## config.mk

```make
export PLATFORM = sky130hd
export DESIGN_NAME = frame_receiver
export DESIGN_NICKNAME = d
export VERILOG_FILES = /design/src/rgmii_pkg.sv /design/src/crc32_eth.sv /design/src/frame_receiver.sv
export SDC_FILE = /design/constraint.sdc
export NUM_CORES = 1
export LEC_CHECK = 0
export BUFFER_PORTS_ARGS = -buffer_cell sky130_fd_sc_hd__buf_2
export CAP_MARGIN = 0
export CORE_MARGIN = 8
export CORE_UTILIZATION = 60
export CTS_CLUSTER_DIAMETER = 100
export CTS_CLUSTER_SIZE = 28
export DETAILED_ROUTE_END_ITERATION = 8
export PLACE_DENSITY = 0.79
export SLEW_MARGIN = 40
export SYNTH_ARGS = -nofsm -noshare
export SYNTH_HDL_FRONTEND = slang
export SYNTH_SLANG_ARGS = --single-unit
```

## constraint.sdc

```tcl
create_clock -name clk_i -period 7.5 [get_ports clk_i]
set_input_delay 2.25 -clock clk_i [delete_from_list [all_inputs] [get_ports clk_i]]
set_output_delay 2.25 -clock clk_i [all_outputs]
set_load 0.005 [all_outputs]
```

## src/rgmii_pkg.sv

```systemverilog
package rgmii_pkg;

    // receive symbol and length widths
    localparam int GMII_WIDTH    = 8;
    localparam int PAYLOAD_WIDTH = 11;

    // one maximum payload fits
    localparam int FIFO_DEPTH = 2048;

    // frame layout in bytes
    localparam int PREAMBLE_BYTES = 7;
    localparam int SFD_BYTES      = 1;
    localparam int HEADER_BYTES   = 14;
    localparam int FCS_BYTES      = 4;

    localparam logic [GMII_WIDTH-1:0] PREAMBLE_VAL = 8'h55;
    localparam logic [GMII_WIDTH-1:0] SFD_VAL      = 8'hd5;

    // IEEE 802.3 CRC-32, bit reversed
    localparam logic [31:0] CRC_POLY_REFLECTED = 32'hedb88320;

    typedef enum logic [2:0] {
        IDLE,
        PREAMBLE,
        SFD,
        HEADER,
        DATA,
        FCS,
        CRC_CHECK
    } rx_state_e;

endpackage

```

## src/crc32_eth.sv

```systemverilog
`timescale 1ns/10ps

module crc32_eth (
    input  logic                               clk_i,
    input  logic                               rst_i,
    input  logic                               clear_i,
    input  logic                               en_i,
    input  logic [rgmii_pkg::GMII_WIDTH-1:0]   data_i,
    output logic [rgmii_pkg::FCS_BYTES*8-1:0]  crc_o
);

    import rgmii_pkg::*;

    logic [FCS_BYTES*8-1:0] crc_q;

    // one byte through the reflected LFSR, lsb first
    function automatic logic [FCS_BYTES*8-1:0] crc_step(
        input logic [FCS_BYTES*8-1:0] crc,
        input logic [GMII_WIDTH-1:0]  data
    );
        logic [FCS_BYTES*8-1:0] c;
        c = crc ^ {{(FCS_BYTES*8-GMII_WIDTH){1'b0}}, data};
        for (int i = 0; i < GMII_WIDTH; i++) begin
            if (c[0]) begin
                c = (c >> 1) ^ CRC_POLY_REFLECTED;
            end else begin
                c = c >> 1;
            end
        end
        return c;
    endfunction

    always_ff @(posedge clk_i) begin
        if (rst_i || clear_i) begin
            crc_q <= '1;
        end else if (en_i) begin
            crc_q <= crc_step(crc_q, data_i);
        end
    end

    // final xor, gives the FCS as sent on the wire
    assign crc_o = ~crc_q;

endmodule

```

## src/frame_receiver.sv

```systemverilog
`timescale 1ns/10ps

module frame_receiver (
    input  logic                                 clk_i,
    input  logic                                 rst_i,
    input  logic [rgmii_pkg::GMII_WIDTH-1:0]     rx_d_i,
    input  logic                                 rx_dv_i,
    input  logic                                 check_destination_i,
    input  logic [47:0]                          local_mac_i,
    input  logic [rgmii_pkg::PAYLOAD_WIDTH-1:0]  payload_bytes_i,
    output logic                                 wr_en_o,
    output logic [rgmii_pkg::GMII_WIDTH-1:0]     wr_data_o,
    output logic                                 wr_last_o,
    output logic                                 crc_err_o,
    output logic                                 frame_done_o
);

    import rgmii_pkg::*;

    logic [2:0][GMII_WIDTH-1:0]     rxd_z;
    logic [2:0]                     rxdv_z;
    logic [GMII_WIDTH-1:0]          rx_byte;
    logic                           rx_valid;
    logic                           frame_start;

    rx_state_e                      state_q;
    rx_state_e                      state_d;
    logic [PAYLOAD_WIDTH-1:0]       cnt_q;

    logic [PREAMBLE_BYTES*8-1:0]    preamble_q;
    logic [GMII_WIDTH-1:0]          sfd_q;
    logic [HEADER_BYTES*8-1:0]      header_q;
    logic [FCS_BYTES*8-1:0]         fcs_rx_q;
    logic [FCS_BYTES*8-1:0]         fcs_calc_q;

    logic                           sync_ok;
    logic                           byte_state;
    logic                           data_last;
    logic                           pass_filter;
    logic [47:0]                    dst_mac;

    logic                           crc_clear;
    logic                           crc_en;
    logic [GMII_WIDTH-1:0]          crc_data;
    logic [FCS_BYTES*8-1:0]         crc_value;

    // oldest tap of the delay line is the byte being worked on
    assign rx_byte     = rxd_z[2];
    assign rx_valid    = rxdv_z[2];
    assign frame_start = rxdv_z[1] && !rxdv_z[2];

    assign sync_ok    = (preamble_q == {PREAMBLE_BYTES{PREAMBLE_VAL}}) && (sfd_q == SFD_VAL);
    assign byte_state = state_q inside {PREAMBLE, SFD, HEADER, DATA, FCS};
    assign data_last  = (state_q == DATA) && (cnt_q == payload_bytes_i - 1'b1);

    // first six header bytes, first byte on the wire is the msb
    assign dst_mac     = header_q[HEADER_BYTES*8-1 -: 48];
    assign pass_filter = !check_destination_i || (dst_mac == local_mac_i);

    assign crc_clear = (state_q == IDLE);
    assign crc_en    = (state_q == HEADER) || (state_q == DATA);
    assign crc_data  = rx_byte;

    crc32_eth i_crc (
        .clk_i  (clk_i),
        .rst_i  (rst_i),
        .clear_i(crc_clear),
        .en_i   (crc_en),
        .data_i (crc_data),
        .crc_o  (crc_value)
    );

    always_comb begin
        state_d = state_q;
        case (state_q)
            IDLE: begin
                if (frame_start) begin
                    state_d = PREAMBLE;
                end
            end
            PREAMBLE: begin
                if (cnt_q == PAYLOAD_WIDTH'(PREAMBLE_BYTES - 1)) begin
                    state_d = SFD;
                end
            end
            SFD: begin
                if (cnt_q == PAYLOAD_WIDTH'(SFD_BYTES - 1)) begin
                    state_d = HEADER;
                end
            end
            HEADER: begin
                if (cnt_q == PAYLOAD_WIDTH'(HEADER_BYTES - 1)) begin
                    state_d = sync_ok ? DATA : IDLE;
                end
            end
            DATA: begin
                if (data_last) begin
                    state_d = FCS;
                end
            end
            FCS: begin
                if (cnt_q == PAYLOAD_WIDTH'(FCS_BYTES - 1)) begin
                    state_d = CRC_CHECK;
                end
            end
            CRC_CHECK: begin
                state_d = IDLE;
            end
            default: begin
                state_d = IDLE;
            end
        endcase
        // dv dropped inside the frame
        if (byte_state && !rx_valid) begin
            state_d = IDLE;
        end
    end

    always_ff @(posedge clk_i) begin
        if (rst_i) begin
            rxdv_z       <= '0;
            state_q      <= IDLE;
            cnt_q        <= '0;
            wr_en_o      <= 1'b0;
            wr_last_o    <= 1'b0;
            crc_err_o    <= 1'b0;
            frame_done_o <= 1'b0;
        end else begin
            rxdv_z  <= {rxdv_z[1:0], rx_dv_i};
            state_q <= state_d;
            if ((state_d != state_q) || (state_q == IDLE)) begin
                cnt_q <= '0;
            end else begin
                cnt_q <= cnt_q + 1'b1;
            end
            wr_en_o      <= (state_q == DATA) && rx_valid && pass_filter;
            wr_last_o    <= data_last && rx_valid;
            frame_done_o <= (state_q == CRC_CHECK);
            if (state_q == CRC_CHECK) begin
                crc_err_o <= (fcs_calc_q != fcs_rx_q);
            end
        end
    end

    always_ff @(posedge clk_i) begin
        rxd_z     <= {rxd_z[1:0], rx_d_i};
        wr_data_o <= rx_byte;
        if (state_q == PREAMBLE) begin
            preamble_q <= {preamble_q[PREAMBLE_BYTES*8-GMII_WIDTH-1:0], rx_byte};
        end
        if (state_q == SFD) begin
            sfd_q <= rx_byte;
        end
        if (state_q == HEADER) begin
            header_q <= {header_q[HEADER_BYTES*8-GMII_WIDTH-1:0], rx_byte};
        end
        // fcs arrives least significant byte first
        if (state_q == FCS) begin
            fcs_rx_q <= {rx_byte, fcs_rx_q[FCS_BYTES*8-1:GMII_WIDTH]};
        end
        // crc register has folded in the last payload byte by now
        if ((state_q == FCS) && (cnt_q == '0)) begin
            fcs_calc_q <= crc_value;
        end
    end

    a_wr_en_after_data: assert property (@(posedge clk_i) disable iff (rst_i)
        wr_en_o |-> $past((state_q == DATA) && sync_ok && (cnt_q < payload_bytes_i)))
        else $error("fifo write outside the payload window");

    a_frame_done_pulse: assert property (@(posedge clk_i) disable iff (rst_i)
        frame_done_o |=> !frame_done_o)
        else $error("frame_done_o held for more than one cycle");

endmodule

```

==> flow_summary.toml, run 1 <==
[status]
run_status = "finished clean"

[flow_run]
cap_violations = 0

[placed_design]
gp_congestion = 0.8085
dpl.hpwl_mm = 15.20
placed_area_sq_um = 13190
portBuffers = 82

[worst_setup_path]
crit_chain = "buf_2, inv_1, ha_1, nor4b_2, nand3_1, xnor2_1, nand4b_2, o31ai_2, buf_4, mux2i_1"
endpoint_kind = "register"
critical_path_class = "input pin to register"
slowest_stage = "nor4b_2"
critPathRequiredTime_ns = 7.92
cp_max_fo = 11
startpoint_type = "input pin"
ff2ff_path_depth = 8
critical_path_arrival_ns = 4.25
cp_slowest_stage_delay_ns = 0.36

[clocking]
cts.path.max_buffers = 3
clk_latency_ns = 0.49
ctsResizeCount = 0
hold_buffers = 0
cts_made_buffers = 15
post_cts_buffers = 0
clk_pin_slew_ns = 0.10
cts-root-buf = "clkbuf_16"
cts_tree = "done"
cts_sinks = 325
htree_levels = 1

[logic_synthesis]
synth_area_leader_cell = "edfxtp_1"
synth_fa_ha_area_share_pct = 0.5010
avgSynthCellArea_sq_um = 15.15
synth.area.top_cells = "edfxtp_1 (58%), dfxtp_1 (14%), xnor2_1 (9.8%), xor2_1 (1.9%), nand4_1 (1.4%)"
async_flop_share_pct = 0
synthDistinctLibCells = 69
ys_seq_area_share_pct = 71.34
syn_inst = 824
synth-seq-cells = 325
ys.flop_type = "edfxtp_1"
netlist_area_sq_um = 12490
synthMuxAreaShare_pct = 0.9920
synth_compound_area_share_pct = 3.437
synth_edf_count = 240
synth_xor_area_share_pct = 12.68
yosysWarnings = 0
synth_nets = 900
synth_top_family_by_area = "XOR/XNOR gates"
synth.top_cell.area_share_pct = 57.72
synthSimpleGateAreaFrac_pct = 8.637

[drt]
remaining_drc_errors = 0
wire_per_inst_microns = 18.21
drtPass1Iterations = 5
routed_wl_mm = 21.71
ant_nets = 0
dr.first_iter.drc_count = 636
vias = 6499
drt-vias-per-instance = 5.452

[hold_path]
worstHoldPathType = "register to register"
hold_path_depth = 0

[sta]
setup_tns_ns = 0
fin_skew_ns = 0.01072
max_freq_ghz = 0.2612
rsz0062_at_grt = "false"
period_needed_ns = 3.828
relSlewSlack_pct = 52.07
min_period_over_period_pct = 51.04
drv_slew = 0
hold_ws_ns = 0.3306
hold_viol_final = 0
setup_viol = 0
tightest_slew_ns = 0.7139

[global_routing]
antenna_found_initial = 0
grt_usage_pct = 16.52
grt_pass1_wl_mm = 34.39
grt_pass1_vias = 6419
grt_overflow = 0
grt_max_degree = 85

[die]
rows = 52
io_pins = 83
initial_utilization_pct = 61.32
dieArea_sq_um = 25680
die_w_microns = 160.3
die_h_microns = 160.3
core-area_sq_um = 20360

[layout]
final_area_sq_um = 13650
drive_gt1_share_pct = 15.73
areaGrowthSynthToFinish_pct = 9.319
fill_cells = 1408
layout.nets = 989
insertedDiodeCount = 0

[power_and_ir_drop]
peakVddDrop_uv = 223.5
power_density_nw_per_um2 = 219.1
totalPowerFinal_mw = 2.991
power_leakage_nw = 4.828
[cell usage in the layout (no fill, tap or decap), types with 3 or more instances in the layout]
cell       instances
nand4_1           28
nor2_1            31
edfxtp_1         240
nand3_1           20
nor3_2             3
nor4bb_1          10
dfxtp_1           85
buf_2             82
inv_1             38
xnor2_2            4
o21ai_0            8
ha_1               5
nor4_1             7
buf_4              9
nor2b_1            5
xnor2_1          140
nand2_1           46
nand2b_1           3
clkbuf_16         15
o211ai_1          23
o21ai_1            3
clkbuf_1           8
mux2i_1           11
a21oi_1            5
xor2_1            27
and3_1             3
nor3_1             5
[critical path, delay by kind of cell]
kind,cells,cell delay (ns)
fa+ha+maj,1,0.19
simple gates,3,0.71
mux,1,0.21
xor+xnor,1,0.17
buf+inv,3,0.45
compound gates,1,0.23
[area by class of cell]
class	count	area, sq um	area share (%)
flip-flops and latches	325	8909	65.26
multi-input cells	439	3314	24.28
repair buffers	93	504.2	3.694
clock buffers	24	419.2	3.071
well taps	270	337.8	2.475
inverters	39	146.4	1.072
clock inverters	2	20.02	0.1467
[sequential cells by signal (all words and copies together) (netlist names)]
signal and cells:
header_q 112, preamble_q 56, fcs_calc_q 32, fcs_rx_q 32, i_crc.crc_q 32, rxd_z 16
cnt_q 11, crc_data 8, sfd_q 8, wr_data_o 8, rxdv_z 3, state_q 3
crc_err_o 1, frame_done_o 1, wr_en_o 1, wr_last_o 1
[cells by family (layout without fill, tap and decap cells)]
group / after synthesis / count (layout)
buffers and inverters: 60 / 158
muxes: 12 / 12
AOI/OAI and AO/OA: 60 / 60
xor gates and xnor gates: 174 / 174
adders and majority gates: 5 / 5
DFF: 325 / 325
and+or+nand+nor: 188 / 188
[metal layers]
metal	GRT usage [%]	routed length, microns
met1	22.84	9843
met2	26.39	9909
met3	3.368	1518
met4	4.206	433
met5	0	0
[synthesized netlist by cell type, drive strengths merged (2+ instances only)]
master	n
or4	2
nor2b	5
nor4	10
o211ai	23
dfxtp	85
xor2	29
nor4b	2
and2b	2
nand4	28
nor4bb	10
nand3	20
xnor2	144
o22ai	3
a21oi	7
nor2	33
a211oi	2
edfxtp	240
o21a	2
clkbuf	15
nand4b	3
buf	6
nand2	46
mux2i	12
nor3	8
inv	39
and2	2
o31ai	2
ha	5
nand2b	4
o21ai	13
and3	5
[per-stage QoR]
stage	setup slack, ns	cells	utilization, %
final	3.672	1192	67.03
after CTS	3.684	1191	66.92
after detailed placement	3.191	1165	64.76
after global routing	3.514	1192	67.03
after global placement	3.246	1165	64.75
after floorplan	1.213	824	-
[report_power, final]
| group | total (mW) | internal, mW | switching, mW |
|---|---|---|---|
| combinational | 0.143 | 0.0672 | 0.0758 |
| sequential | 1.94 | 1.93 | 0.0145 |
| clock | 0.903 | 0.396 | 0.507 |
[path summary, 6_finish.rpt]
path	start	slack (ns)	to
worst max-delay path	payload_bytes_i[0]	3.67	cnt_q[2]
worst min-delay path	rxd_z[13]	0.33	crc_data[5]
worst max register to register	state_q[0]	4.87	cnt_q[2]
worst min register to register	rxd_z[13]	0.33	crc_data[5]
Power figures use the tool's default switching activity.
==> inputs of run 2 (changes only) <==
==> constraint.sdc (replaced) <==
create_clock -name clk_i -period 4 [get_ports clk_i]
set_input_delay 1.2 -clock clk_i [delete_from_list [all_inputs] [get_ports clk_i]]
set_output_delay 1.2 -clock clk_i [all_outputs]
set_load 0.005 [all_outputs]
==> run 2 against run 1 <==
Against the previous run:
- utilization about the same
- clock skew rose by 0.0014 ns
- sequential power rose by 88%
- sequential share of layout area barely moved
- register-to-register slack got worse by 3.3 ns
- wire length down 0.77%
- flip-flop and latch count unchanged
- critical path type unchanged
- critical endpoint is now cnt_q[3]
==> flow_summary.toml, run 2 (synthesized netlist as in run 1, its figures left out) <==
[status]
run_status = "finished clean"

[sta]
min_period_over_period_pct = 68.70
rsz0062_at_grt = "false"
relSlewSlack_pct = 47.13
max_freq_ghz = 0.3639
hold_ws_ns = 0.3339
tightest_slew_ns = 0.7902
fin_skew_ns = 0.01216
drv_slew = 0
setup_viol = 0
hold_viol_final = 0
period_needed_ns = 2.748
setup_tns_ns = 0

[layout]
layout.nets = 988
final_cell_mix = "edfxtp_1 (240), xnor2_1 (140), dfxtp_1 (85), buf_2 (82), nand2_1 (46)"
instances_no_fill = 1191
final_common_cell = "edfxtp_1"
multi_input_area_sq_um = 3334
areaGrowthSynthToFinish_pct = 9.348
insertedDiodeCount = 0
fill_cells = 1419
top_regs = "header_q (112), preamble_q (56)"
largest_reg_flops = 112
area.sequential_sq_um = 8909
drive_gt1_share_pct = 15.53
regMostFlops = "header_q"

[placed_design]
dp_cells = 1165
portBuffers = 82
gp_congestion = 0.8557
dpl.hpwl_mm = 14.92

[global_routing]
grt_pass1_vias = 6277
grt_overflow = 0
grt_usage_pct = 16.56
antenna_found_initial = 0
grt_max_degree = 114
grt_pass1_wl_mm = 34.00

[clocking]
clk_latency_ns = 0.50
cts.path.max_buffers = 3
clk_pin_slew_ns = 0.10
htree_levels = 1
cts_tree = "done"
cts_made_buffers = 15
ctsResizeCount = 0
cts_sinks = 325
cts-root-buf = "clkbuf_16"
post_cts_buffers = 0
hold_buffers = 0

[flow_run]
cap_violations = 0

[power_and_ir_drop]
p_int_mw = 4.468
pwr-share-clk_pct = 30.1
power_leakage_nw = 4.815
sw_frac_of_total_pct = 20.26
comb_power_share_pct = 4.8
switchingPower_mw = 1.135
peakVddDrop_uv = 346.8
pwr-share-seq_pct = 65.1
power_density_nw_per_um2 = 410.4

[worst_setup_path]
critical_path_arrival_ns = 3.18
cp_max_fo = 11
critical_path_class = "input pin to register"
endpoint_kind = "register"
critPathRequiredTime_ns = 4.43
startpoint_type = "input pin"

[drt]
ant_nets = 0
wire_per_inst_microns = 18.08
dr.first_iter.drc_count = 466
routed_wl_mm = 21.54
drtPass1Iterations = 5
vias = 6460
remaining_drc_errors = 0
drt-vias-per-instance = 5.424

[die]
die_h_microns = 160.3
dieArea_sq_um = 25680
die_w_microns = 160.3
initial_utilization_pct = 61.32
io_pins = 83
core-area_sq_um = 20360
rows = 52

[hold_path]
worstHoldPathType = "register to register"
run 2: changes by cell type in the layout (fill, tap and decap cells not counted), sizes merged:
cell / change
clkbuf: -1
buf: -1
clkinv: +1
run 2: path summary, 6_finish.rpt:
path	slack (ns)	endpoint	cells past startpoint	start
min reg2reg	0.33	rxd_z[14]	0	rxd_z[6]
min	0.33	rxd_z[14]	0	rxd_z[6]
max reg2reg	1.56	cnt_q[3]	9	cnt_q[0]
max	1.25	cnt_q[3]	10	payload_bytes_i[0]
run 2: power groups by stage:
| stage | clock (mW) | combinational (mW) | sequential [mW] |
|---|---|---|---|
| 4_1_cts | 1.74 | 0.269 | 3.65 |
| 3_3_place_gp | 0 | 0.264 | 3.72 |
| 5_1_grt | 1.86 | 0.292 | 3.65 |
| 6_report | 1.69 | 0.268 | 3.65 |
| 2_1_floorplan | 0 | 0.185 | 3.71 |
| 3_5_place_dp | 0 | 0.267 | 3.72 |
run 2: final cells by class:
cell class | instances | share of cell area [%]
multi-input cells | 439 | 24.42
clock inverters | 3 | 0.1741
inverters | 39 | 1.072
flip-flops and latches | 325 | 65.24
repair buffers | 92 | 3.647
clock buffers | 23 | 2.969
well taps | 270 | 2.474
run 2: worst max-delay path, stage by stage:
cell	delay [ns]
buf_2	0.10
inv_1	0.06
ha_1	0.21
xnor3_1	0.36
nand4_1	0.11
a211oi_2	0.29
nand4b_2	0.14
o31ai_2	0.22
buf_4	0.26
mux2i_1	0.21
run 2: metrics by stage:
stage	power, mW	worst slack (ns)	area [sq um]	utilization, %
2_1_floorplan	3.896	0.1385	12510	-
5_1_grt	5.799	1.128	13650	67.05
3_5_place_dp	3.991	0.6950	13220	64.92
4_1_cts	5.655	1.248	13650	67.03
6_report	5.604	1.252	13650	67.05
3_3_place_gp	3.986	0.8178	13210	64.88
run 2: routing by layer:
layer	vias to the layer above	wire length (microns)	global-route usage [%]
met3	26	1368	3.368
li1	3126	-	-
met5	-	0	0
met1	3119	10000	23.39
met2	189	9829	25.89
met4	0	338	4.248
==> inputs of run 3 (changes only) <==
==> constraint.sdc (replaced) <==
create_clock -name clk_i -period 2.8 [get_ports clk_i]
set_input_delay 0.84 -clock clk_i [delete_from_list [all_inputs] [get_ports clk_i]]
set_output_delay 0.84 -clock clk_i [all_outputs]
set_load 0.005 [all_outputs]
==> run 3 against run 2 <==
Against the previous run:
- sequential power up 42%
- cell count up 1.7%
- first-iteration DRC count up 19%
- clock skew about the same
- non-clock buffer count up 20
- hold slack about the same
- register-to-register slack worse by 1.1 ns
- sequential share of layout area down 0.86 points
- largest power group unchanged
- highest routed layer unchanged
==> flow_summary.toml, run 3 (synthesized netlist as in run 1, its figures left out) <==
[worst_setup_path]
crit_chain = "buf_2, inv_1, ha_1, nor4b_2, nand3_1, xnor2_1, nand4b_2, o31ai_2, buf_4, mux2i_1"
cp_max_fo = 6
critical_path_class = "input pin to register"
endpoint_kind = "register"
critPathRequiredTime_ns = 3.23
startpoint_type = "input pin"
r2r_slack_ns = 0.48
slowest_stage = "nor4b_2"
cp_slowest_stage_delay_ns = 0.36
critical_path_arrival_ns = 2.77

[drt]
vias = 6498
remaining_drc_errors = 0
routed_wl_mm = 22.18
wire_per_inst_microns = 18.32
dr.first_iter.drc_count = 556
ant_nets = 0
drtPass1Iterations = 4
drt-vias-per-instance = 5.366

[sta]
min_period_over_period_pct = 83.43
rsz0062_at_grt = "false"
hold_ws_ns = 0.3344
relSlewSlack_pct = 47.41
drv_slew = 0
period_needed_ns = 2.336
fin_ws_ns = 0.4640
fin_skew_ns = 0.01169
tightest_slew_ns = 0.7860
max_freq_ghz = 0.4281
setup_viol = 0
hold_viol_final = 0

[clocking]
cts-root-buf = "clkbuf_16"
clk_pin_slew_ns = 0.09
cts_sinks = 325
post_cts_buffers = 0
cts_tree = "done"
cts_made_buffers = 15
htree_levels = 1
cts.path.max_buffers = 3
ctsResizeCount = 0
clk_latency_ns = 0.51
hold_buffers = 0

[flow_run]
cap_violations = 0

[layout]
layout.nets = 1008
multi_input_area_sq_um = 3322
fill_cells = 1395
top_regs = "header_q (112), preamble_q (56)"
final_cell_mix = "edfxtp_1 (240), xnor2_1 (140), dfxtp_1 (85), buf_2 (82), nand2_1 (46)"
areaGrowthSynthToFinish_pct = 10.80
final_common_cell = "edfxtp_1"
insertedDiodeCount = 0
largest_reg_flops = 112
area.sequential_sq_um = 8909
regMostFlops = "header_q"
drive_gt1_share_pct = 17.22

[status]
run_status = "finished clean"

[power_and_ir_drop]
power_density_nw_per_um2 = 582.7
switchingPower_mw = 1.615
pwr-share-seq_pct = 64.5
comb_power_share_pct = 5.2
peakVddDrop_uv = 527.4
power_leakage_nw = 4.935
p_int_mw = 6.447
sw_frac_of_total_pct = 20.03
pwr-share-clk_pct = 30.3

[hold_path]
worstHoldPathType = "register to register"

[global_routing]
use_met3_pct = 3.779
grt_usage_pct = 17.22
antenna_found_initial = 0
grt_pass1_wl_mm = 35.33
grt_overflow = 0
met1_usage_pct = 23.39
busiest_layer = "met2"
grtUsageMet2_pct = 27.29
grt_max_degree = 62
grt_pass1_vias = 6507

[die]
io_pins = 83
core-area_sq_um = 20360
initial_utilization_pct = 61.32
die_w_microns = 160.3
dieArea_sq_um = 25680
rows = 52
die_h_microns = 160.3

[placed_design]
dpl.hpwl_mm = 15.93
dp_slack_ns = -0.03349
portBuffers = 82
gp_congestion = 0.8266
## run 3: changes by cell type in the layout (fill, tap and decap cells not counted), sizes merged
cell,before,now
bufinv,0,1
buf,92,112
clkinv,1,0
## run 3: stage by stage
stage          total power [mW]  setup TNS, ns  util, %  area [sq um]  instances
3_3_place_gp              5.716              0    65.77         13390       1185
5_1_grt                   8.319              0    67.94         13840       1211
3_5_place_dp              5.726        -0.1797    65.77         13390       1185
2_1_floorplan             5.567         -5.180        -         12550        824
6_report                  8.062              0    67.94         13840       1211
4_1_cts                   8.140              0    67.94         13840       1211
## run 3: final timing paths
| kind | start | endpoint | cells past startpoint |
|---|---|---|---|
| setup / recovery | payload_bytes_i[0] | cnt_q[9] | 10 |
| hold / removal | rxd_z[5] | rxd_z[13] | 0 |
| setup reg to reg | cnt_q[10] | cnt_q[1] | 6 |
| hold reg to reg | rxd_z[5] | rxd_z[13] | 0 |
## run 3: layer usage
| metal | wire length [microns] | vias up |
|---|---|---|
| met5 | 0 | - |
| met4 | 479 | 0 |
| met3 | 1616 | 29 |
| met2 | 10260 | 210 |
| met1 | 9829 | 3088 |
| li1 | - | 3171 |
## run 3: critical path, delay by kind of cell
kind	cells	cell delay (ns)
AO/OA/AOI/OAI	1	0.27
XOR/XNOR	1	0.17
AND/OR/NAND/NOR	3	0.74
adder cells (fa/ha/maj)	1	0.18
multiplexers	1	0.19
buffers and inverters	3	0.38
## run 3: final cells by class
class                           count  share of cell area, %
Tap cell                          270                  2.442
Multi-Input combinational cell    439                  24.01
Clock inverter                      3                 0.2713
Timing Repair Buffer              112                  4.865
Sequential cell                   325                  64.39
Clock buffer                       23                  2.930
Inverter                           39                  1.094
## run 3: power groups by stage
stage | clock (mW) | combinational, mW | sequential [mW]
final | 2.45 | 0.416 | 5.20
after global routing | 2.66 | 0.451 | 5.21
after CTS | 2.52 | 0.419 | 5.20
after detailed placement | 0 | 0.415 | 5.31
after global placement | 0 | 0.409 | 5.31
after floorplan | 0 | 0.266 | 5.30
